==> config.mk <==
export PLATFORM = sky130hd
export DESIGN_NAME = fmaAdder
export DESIGN_NICKNAME = d
export VERILOG_FILES = /design/src/fmaAdderPkg.sv /design/src/leadZeroCount.sv /design/src/alignStage.sv /design/src/normalizeStage.sv /design/src/fmaAdder.sv
export SDC_FILE = /design/constraint.sdc
export NUM_CORES = 1
export LEC_CHECK = 0
export ABC_AREA = 1
export BUFFER_PORTS_ARGS = -buffer_cell sky130_fd_sc_hd__buf_2
export CELL_PAD_IN_SITES_DETAIL_PLACEMENT = 1
export CELL_PAD_IN_SITES_GLOBAL_PLACEMENT = 1
export CORE_AREA = 3 3 122 124
export CTS_CLUSTER_SIZE = 12
export DETAILED_ROUTE_END_ITERATION = 8
export DIE_AREA = 0 0 125 127
export PLACE_DENSITY = 0.86
export SYNTH_ARGS = -nofsm -noshare
export SYNTH_HDL_FRONTEND = slang
export SYNTH_SLANG_ARGS = --single-unit
==> constraint.sdc <==
create_clock -name clk -period 5.1 [get_ports clk]
set_clock_uncertainty 0.15 [all_clocks]
set_input_delay 1.02 -clock clk [delete_from_list [all_inputs] [get_ports clk]]
set_output_delay 1.02 -clock clk [all_outputs]
set_load 0.02 [all_outputs]
==> src/fmaAdderPkg.sv <==
//~~~~~~~~~~~~~~~~~~~~~~~~~~~~~~~~~~~~~~~~
// half-precision field widths and stage structs
// normal numbers only, the hidden one is always assumed
//~~~~~~~~~~~~~~~~~~~~~~~~~~~~~~~~~~~~~~~~
`default_nettype none

package fmaAdderPkg;

    // exponent and stored fraction widths of a binary16 word
    localparam int expW = 5;
    localparam int fracW = 10;

    // significand including the hidden one
    localparam int sigW = fracW + 1;

    // exponent gap at which the smaller operand can no longer reach the kept bits
    localparam int domThresh = 11;

    // carry bit, significand, and room for the largest alignment shift
    localparam int sumW = 1 + sigW + (domThresh - 1);

    // leading-zero count over the sum field, 0 to sumW-1
    localparam int lzcW = $clog2(sumW);

    // one half-precision word
    typedef struct packed {
        logic             sign;
        logic [expW-1:0]  exp;
        logic [fracW-1:0] frac;
    } halfT;

    // stage 1 to stage 2 payload
    typedef struct packed {
        // larger-exponent significand at the top of the field, carry bit clear
        logic [sumW-1:0] bigSig;
        // other significand, already shifted right by the exponent gap
        logic [sumW-1:0] smallSig;
        logic [expW-1:0] bigExp;
        // signs differ, so magnitudes are subtracted
        logic            effSub;
        logic            bigSign;
        logic            smallSign;
        // exponent gap reached domThresh
        logic            passThru;
        // dominant operand as it must leave the pipe
        halfT            passWord;
    } alignedT;

endpackage

`default_nettype wire

==> src/leadZeroCount.sv <==
//~~~~~~~~~~~~~~~~~~~~~~~~~~~~~~~~~~~~~~~~
// combinational leading-zero count over the sum field
// count reads zero when the field is all zero, check allZero
//~~~~~~~~~~~~~~~~~~~~~~~~~~~~~~~~~~~~~~~~
`timescale 1ns/10ps
`default_nettype none

module leadZeroCount (
    input  logic [fmaAdderPkg::sumW-1:0] sumField,
    output logic [fmaAdderPkg::lzcW-1:0] zeroCount,
    output logic                         allZero
);
    import fmaAdderPkg::*;

    // priority search, scanning upward so the topmost one wins
    always_comb begin
        zeroCount = '0;
        for (int i = 0; i < sumW; i++) begin
            if (sumField[i]) begin
                zeroCount = lzcW'(sumW - 1 - i);
            end
        end
    end

    // exact cancellation of equal magnitudes
    assign allZero = ~|sumField;

endmodule

`default_nettype wire

==> src/alignStage.sv <==
//~~~~~~~~~~~~~~~~~~~~~~~~~~~~~~~~~~~~~~~~
// stage 1 of the addend adder, one cycle
// operands are taken as normal numbers, no special values
// payload loads only on inValid, s1Valid follows inValid
//~~~~~~~~~~~~~~~~~~~~~~~~~~~~~~~~~~~~~~~~
`timescale 1ns/10ps
`default_nettype none

module alignStage (
    input  logic                 clk,
    input  logic                 rstN,
    input  logic                 inValid,
    input  fmaAdderPkg::halfT    product,
    input  fmaAdderPkg::halfT    addend,
    input  logic                 negZ,
    output logic                 s1Valid,
    output fmaAdderPkg::alignedT s1Data
);
    import fmaAdderPkg::*;

    // zero padding below the significand in the sum field
    localparam int padW = sumW - sigW - 1;

    // addend after the negate control
    halfT            addendNeg;

    // operands ordered by magnitude
    logic            productBig;
    halfT            bigOp;
    halfT            smallOp;

    // alignment
    logic [expW-1:0] expDiff;
    logic [sigW-1:0] bigSigRaw;
    logic [sigW-1:0] smallSigRaw;
    logic [sumW-1:0] bigPlaced;
    logic [sumW-1:0] smallPlaced;

    // next value of the stage register
    alignedT         alignNext;

    // negate only flips the sign, magnitude is untouched
    always_comb begin
        addendNeg = addend;
        addendNeg.sign = addend.sign ^ negZ;
    end

    // exponent first, fraction breaks the tie
    // equal magnitudes keep the product as the big operand
    assign productBig = {product.exp, product.frac} >= {addendNeg.exp, addendNeg.frac};

    assign bigOp = productBig ? product : addendNeg;
    assign smallOp = productBig ? addendNeg : product;

    // never negative since bigOp has the larger exponent
    assign expDiff = bigOp.exp - smallOp.exp;

    // restore the hidden one
    assign bigSigRaw = {1'b1, bigOp.frac};
    assign smallSigRaw = {1'b1, smallOp.frac};

    // both start just under the carry bit
    assign bigPlaced = {1'b0, bigSigRaw, {padW{1'b0}}};

    // for gaps up to 10 the shifted-out bits land in the padding, nothing is lost
    // larger gaps drop bits but then passThru overrides the sum
    assign smallPlaced = {1'b0, smallSigRaw, {padW{1'b0}}} >> expDiff;

    always_comb begin
        alignNext.bigSig = bigPlaced;
        alignNext.smallSig = smallPlaced;
        alignNext.bigExp = bigOp.exp;
        alignNext.effSub = bigOp.sign ^ smallOp.sign;
        alignNext.bigSign = bigOp.sign;
        alignNext.smallSign = smallOp.sign;
        alignNext.passThru = expDiff >= expW'(domThresh);
        // already carries the negated addend sign when the addend dominates
        alignNext.passWord = bigOp;
    end

    // stage valid
    always_ff @(posedge clk or negedge rstN) begin
        if (!rstN) begin
            s1Valid <= 1'b0;
        end else begin
            s1Valid <= inValid;
        end
    end

    // payload, held between strobes
    always_ff @(posedge clk) begin
        if (inValid) begin
            s1Data <= alignNext;
        end
    end

endmodule

`default_nettype wire

==> src/normalizeStage.sv <==
//~~~~~~~~~~~~~~~~~~~~~~~~~~~~~~~~~~~~~~~~
// stage 2 of the addend adder, one cycle
// fraction is truncated, exponent wraps modulo 32
// result loads only on s1Valid and holds otherwise
//~~~~~~~~~~~~~~~~~~~~~~~~~~~~~~~~~~~~~~~~
`timescale 1ns/10ps
`default_nettype none

module normalizeStage (
    input  logic                 clk,
    input  logic                 rstN,
    input  logic                 s1Valid,
    input  fmaAdderPkg::alignedT s1Data,
    output logic                 outValid,
    output fmaAdderPkg::halfT    result
);
    import fmaAdderPkg::*;

    // magnitude path
    logic [sumW-1:0]  sumField;
    logic [lzcW-1:0]  zeroCount;
    logic             allZero;
    logic [sumW-1:0]  normSig;

    // packed result fields
    logic [expW-1:0]  normExp;
    logic [fracW-1:0] normFrac;
    halfT             resultNext;

    // big operand is never smaller, so subtraction cannot go negative
    // same-sign add may set the carry bit at the top of the field
    always_comb begin
        if (s1Data.effSub) begin
            sumField = s1Data.bigSig - s1Data.smallSig;
        end else begin
            sumField = s1Data.bigSig + s1Data.smallSig;
        end
    end

    leadZeroCount lzcInst (
        .sumField  (sumField),
        .zeroCount (zeroCount),
        .allZero   (allZero)
    );

    // move the leading one up to the carry position
    assign normSig = sumField << zeroCount;

    // keep the 10 bits right below the leading one, the rest is dropped
    assign normFrac = normSig[sumW-2 -: fracW];

    // count 1 means no carry and no cancellation, exponent unchanged
    // count 0 is a carry out, deeper counts are cancellation
    assign normExp = s1Data.bigExp + expW'(1) - zeroCount;

    // dominance wins over the sum, then cancellation
    always_comb begin
        if (s1Data.passThru) begin
            resultNext = s1Data.passWord;
        end else if (allZero) begin
            // cancellation needs differing signs, result is +0
            resultNext = '0;
        end else begin
            resultNext.sign = s1Data.bigSign;
            resultNext.exp = normExp;
            resultNext.frac = normFrac;
        end
    end

    // output strobe
    always_ff @(posedge clk or negedge rstN) begin
        if (!rstN) begin
            outValid <= 1'b0;
        end else begin
            outValid <= s1Valid;
        end
    end

    // result word, reads zero out of reset
    always_ff @(posedge clk or negedge rstN) begin
        if (!rstN) begin
            result <= '0;
        end else if (s1Valid) begin
            result <= resultNext;
        end
    end

endmodule

`default_nettype wire

==> src/fmaAdder.sv <==
//~~~~~~~~~~~~~~~~~~~~~~~~~~~~~~~~~~~~~~~~
// addend stage of a half-precision FMA, two-cycle latency
// takes a strobe every cycle, no back-pressure
// no rounding, subnormals, zero, inf or NaN handling
//~~~~~~~~~~~~~~~~~~~~~~~~~~~~~~~~~~~~~~~~
`timescale 1ns/10ps
`default_nettype none

module fmaAdder (
    input  logic              clk,
    input  logic              rstN,
    input  logic              inValid,
    input  fmaAdderPkg::halfT product,
    input  fmaAdderPkg::halfT addend,
    input  logic              negZ,
    output logic              outValid,
    output fmaAdderPkg::halfT result
);
    import fmaAdderPkg::*;

    // stage 1 to stage 2
    logic    s1Valid;
    alignedT s1Data;

    // negate, order, align
    alignStage alignInst (
        .clk     (clk),
        .rstN    (rstN),
        .inValid (inValid),
        .product (product),
        .addend  (addend),
        .negZ    (negZ),
        .s1Valid (s1Valid),
        .s1Data  (s1Data)
    );

    // add or subtract, normalize, pick the output word
    normalizeStage normInst (
        .clk      (clk),
        .rstN     (rstN),
        .s1Valid  (s1Valid),
        .s1Data   (s1Data),
        .outValid (outValid),
        .result   (result)
    );

endmodule

`default_nettype wire

; Word level (Yosys, flattened, before mapping)
; Cells that the tools add are included.
[totals]
regBits = 58
in_bits = 36
[op_classes]
add_sub_neg = 5
order_cmp = 2
shifts = 2
n_mux = 27
n_bitwise = 2
reduce_logical = 1
[op_table]
columns = operator, n
row1 = 5-bit 2-to-1 mux, 22
row2 = 16-bit 2-to-1 mux, 4
row3 = 21-bit by 22-bit adder with 22-bit output, 1
row4 = 22-bit 2-to-1 mux, 1
row5 = 22-bit OR reduction, 1
row6 = 22-bit by 5-bit left shift with 21-bit output, 1
row7 = 21-bit by 5-bit right shift with 22-bit output, 1
row8 = 21-bit by 22-bit subtractor with 22-bit output, 1
row9 = 15-bit greater-or-equal comparator, 1
row10 = 5-bit subtractor, 2
row11 = "5-bit by 1-bit adder with 5-bit output, second input constant", 1
row12 = "5-bit by 4-bit greater-or-equal comparator with 1-bit output, second input constant", 1
row13 = 1-bit bitwise XOR, 2

; Longest topological paths before layout
[logic_depth]
word_depth = 27
mapped_depth = 36
depth_no_buf = 36

; Hierarchy
; Synthesis repeated with hierarchy kept, for this count alone.
[unflattened]
cells_unflattened = 1126
area_unflattened_um2 = 7109.3
[modules_own_cells]
columns = mod, instances, cells_per_inst, area_each_um2
row1 = normalizeStage, 1, 628, 3599.7
row2 = alignStage, 1, 426, 3214.3
row3 = leadZeroCount, 1, 72, 295.3

; Least setup slack after synthesis
; No wires, ideal clock.
[synth_timing]
kind = input-to-reg
startpoint = input port addend[2] in the netlist's numbering
endpoint = register alignInst.s1Data[32] (netlist name)
setup_ps = 268
arrival_time_ps = 3824
setup_slack_ps = 858
cell_stages = 19
n_path_buf = 2
cell_sequence = inv_1 > ha_1 > nand2_1 > nor2_1 > a211oi_1 > o221ai_1 > nand3_1 > nand3_1 > buf_2 > nand2_1 > o21ai_0 > o21bai_1 > ha_1 > nor2_1 > xor2_1 > inv_2 > clkbuf_1 > a31oi_1 > o21ai_0
[synth_lines]
columns = item, line_no
row1 = start: declaration, fmaAdder.sv:14  ; input fmaAdderPkg::halfT addend,

; Worst setup path in the final report
[layout_timing]
startpoint = register alignInst.s1Data[25] (netlist name)
endpoint = register normInst.result[14] (netlist name)
[layout_via]
elab_chain_len = 27
word_cells_on_any_way = 29
[layout_rtl]
columns = item, line_no
row1 = 21-bit by 22-bit adder with 22-bit output / 21-bit by 22-bit subtractor with 22-bit output (equally long branches), "normalizeStage.sv:36, normalizeStage.sv:34"
row2 = 22-bit 2-to-1 mux *, normalizeStage.sv:33  ; if (s1Data.effSub) begin
row3 = 5-bit 2-to-1 mux (22 in a row), leadZeroCount.sv:19  ; if (sumField[i]) begin
row4 = 5-bit subtractor, normalizeStage.sv:54  ; assign normExp = s1Data.bigExp + expW'(1) - zeroCount;
row5 = 16-bit 2-to-1 mux *, normalizeStage.sv:60  ; end else if (allZero) begin
row6 = 16-bit 2-to-1 mux *, normalizeStage.sv:58  ; if (s1Data.passThru) begin
; Every way passes the cells marked *; elsewhere a longest branch is shown, timed or not.
; A chain may end at the register's enable or synchronous reset.

==> summary.md <==
| Metric | Value |
|---|---|
| Slew Limit Headroom | `40.1%` |
| Vias per cell | `5.57` |
| Fmax | `0.220 GHz` |
| Post-DP HPWL | `16200 µm` |
| Initial DRC Count | `395` |
| Max-slew violation count | `0` |
| Max-Cap Viols | `0` |
| Leakage | `3.30 nW` |
| TritonRoute pass-1 iters | `5` |
| CTS H-Tree Depth | `3` |
| Largest net degree at the start of global routing | `48` |
| DRC Markers | `0` |
| Syn. warnings | `0` |
| Port-buffer cells | `52` |
| Global-route wire length before repair | `33700 µm` |
| Final min period | `4.54 ns` |
| Ys flop type | `edfxtp_1` |
| Count of final setup violators | `0` |
| Initial Util | `44.1%` |
| Post-synth design cell area | `0.00612 mm²` |
| Post-Synthesis Cells | `909` |
| Initial antenna violation count | `0` |
| RSZ-0062 raised after global routing | `no` |
| Number of flops mapped to enable cells by yosys | `39` |
| Worst path required time | `5.19 ns` |
| Via count | `6307` |
| Nets | `1030` |
| Die footprint | `0.0159 mm²` |
| I/O pins | `53` |
| Core ar. | `0.0139 mm²` |
| Gr ovfl total | `0` |
| Leading cell types in the layout, fill and taps excluded | `nand2_1, nand3_1, inv_1` |
| Setup WS post-layout | `0.560 ns` |
| Number of global-route vias before repair | `6553` |
| Setup TNS | `0 ns` |
| Max clock buf depth | `2` |
| CP Capture Type | `register` |
| Critical Path Slowest Stage Cell | `edfxtp_1` |
| CTS tree | `built` |
| CTS Sinks | `57` |
| Post-DRT Antenna Nets | `0` |
| Crit path cell chain | `inv_1 -> ha_1 -> nand2_1 -> nor2_4 -> a21oi_1 -> nor2_2 -> o21ai_1 -> nand2_1 -> nand2_1 -> xor2_1 -> nand2_1 -> nor2_1 -> nand2_1 -> inv_1 -> nand2_2 -> ha_1 -> ha_1 -> a21oi_1 -> nand2_1 -> xor2_1 -> or2_2 -> nand3_1 -> a21oi_1` |
| Post-placement setup slack | `0.588 ns` |
| PD cells | `518 mW/mm²` |
| Layout cell share with drive strength beyond 1 | `14.2%` |
| RD Place Congestion | `0.912` |
| Mean Syn Cell Area | `6.73 µm²` |
| Cell variety after synth | `56` |
| Cts hold-fix bufs | `0` |
| Ant diodes | `0` |
| Worst path max stage delay | `0.51 ns` |
| Slew @ Worst Pin | `0.898 ns` |
| Clk slew on worst S/H paths | `0.07 ns` |
| CTS buffer count | `9` |
| Die Span Y | `127 µm` |
| Avg WL per Cell | `18.5 µm` |
| DRT Wirelength | `20900 µm` |
| Final Hold Fails | `0` |
| Total GRT Usage | `26.4%` |
| Post-CTS setup repair buffer count | `0` |
| #FFs+latches synth | `57` |
| Clock latency on the worst-skew pair | `0.34 ns` |
| Asr flop ratio synth | `31.6%` |
| Final worst-path cycle share | `89.0%` |
| Bufs and invs on worst path | `2` |
| CP dominant cell by count | `nand2_1` |
| Worst vdd ir | `195 µV` |
| Worst path top cell family by delay | `simple AND/OR/NAND/NOR gates` |
| Area Overhead vs Synth | `11.2%` |
| Post-cts sizing count | `0` |
| # rows | `43` |
| Crit path DAT | `4.63 ns` |
| Crit Path Category | `register to register` |
| Synthesized Nets | `992` |
| CP Max Fanout | `5` |
| Post-synthesis sequential area ratio | `26.5%` |
| Die width | `125 µm` |
| Hold Crit Class | `register to register` |
| Status | `complete, no violations` |
| Root Buffer | `clkbuf_16` |
| Leading cell type in the layout, fill and taps excluded | `nand2_1` |
| CP Launch Type | `register` |
[sequential cells by signal (all words and copies together), names as in the netlist]
name,cells
alignInst.s1Valid,1
alignInst.s1Data,39
normInst.outValid,1
normInst.result,16
[per-stage QoR]
stage / utilization (%) / cell area, µm² / std cells / power, mW / hold WS [ns]
floorplan: - / 6120 / 909 / 2.24 / 0.202
global placement: 46.6 / 6470 / 1116 / 2.72 / 0.310
detailed placement: 46.6 / 6470 / 1116 / 2.79 / 0.315
CTS: 49.0 / 6800 / 1132 / 3.51 / 0.374
global route: 49.0 / 6800 / 1132 / 3.81 / 0.406
finish: 49.0 / 6800 / 1132 / 3.52 / 0.370
[layer usage]
metal  vias to the layer above  wire length, µm  track usage [%]
met5                         -                0                0
li1                       3113                -                -
met2                       154            10300             46.0
met1                      2978             8860             31.9
met3                        62              756             3.55
met4                         0              984             13.8
[synthesized netlist by cell type, types with 3 or more instances]
library cell,n,share of area [%]
o31ai_1,4,0.49
nand3_1,119,9.7
nand2_2,11,1.1
o21ai_2,4,0.57
nor2_4,4,0.74
o211ai_1,8,0.98
xor2_1,16,2.3
buf_4,4,0.49
buf_6,4,0.74
nand2_1,229,14
ha_1,45,9.2
clkbuf_1,12,0.74
edfxtp_1,39,19
mux2i_1,4,0.65
nor3_1,7,0.57
o22ai_1,5,0.51
o21ai_1,16,1.3
a21oi_1,56,4.6
nor2_2,6,0.61
a21oi_2,3,0.43
nor2_1,60,3.7
o21ai_0,58,4.7
inv_1,98,6.0
inv_2,16,0.98
dfrtp_1,18,7.4
buf_2,11,0.90
nand4_1,9,0.92
[layout make-up]
cell class	instances	area (µm²)
fillers	1853	7080
multi-input cells	701	3850
flip-flops and latches	57	1620
inverters	116	435
repair buffers	62	335
clock buffers	9	225
well taps	180	225
clock inverters	7	103
[final timing paths]
| path | startpoint | to | slack, ns | cells after the start |
|---|---|---|---|---|
| hold reg to reg | normInst.result[14] | normInst.result[14] | 0.37 | 2 |
| max in group asynchronous | rstN | normInst.outValid | 4.05 | 1 |
| setup reg to reg | alignInst.s1Data[25] | normInst.result[14] | 0.56 | 23 |
| hold / removal | normInst.result[14] | normInst.result[14] | 0.37 | 2 |
| setup / recovery | alignInst.s1Data[25] | normInst.result[14] | 0.56 | 23 |
| min in group asynchronous | rstN | normInst.result[8] | 0.45 | 1 |
[kinds of logic (layout without fill, tap and decap cells)]
logic type      Yosys count  in the layout  share of synthesized area [%]
simple gates            458            458                           33.1
compound gates          173            173                           16.4
buf+inv                 151            194                           10.5
flops                    57             57                           26.5
fa+ha+maj                47             47                           9.86
xor+xnor                 19             19                           2.97
mux                       4              4                          0.655
[report_power, final]
group | switching, mW | total, mW | internal [mW]
logic | 1.44 | 2.10 | 0.661
registers | 0.124 | 0.757 | 0.633
clock network | 0.239 | 0.671 | 0.431
total | 1.80 | 3.52 | 1.73
[worst min-delay path, delay by kind of cell, from the launching register on]
kind / cells / cell delay, ns
DFF: 1 / 0.34
AOI/OAI and AO/OA: 1 / 0.10
and+or+nand+nor: 1 / 0.04
Power figures use the tool's default switching activity.
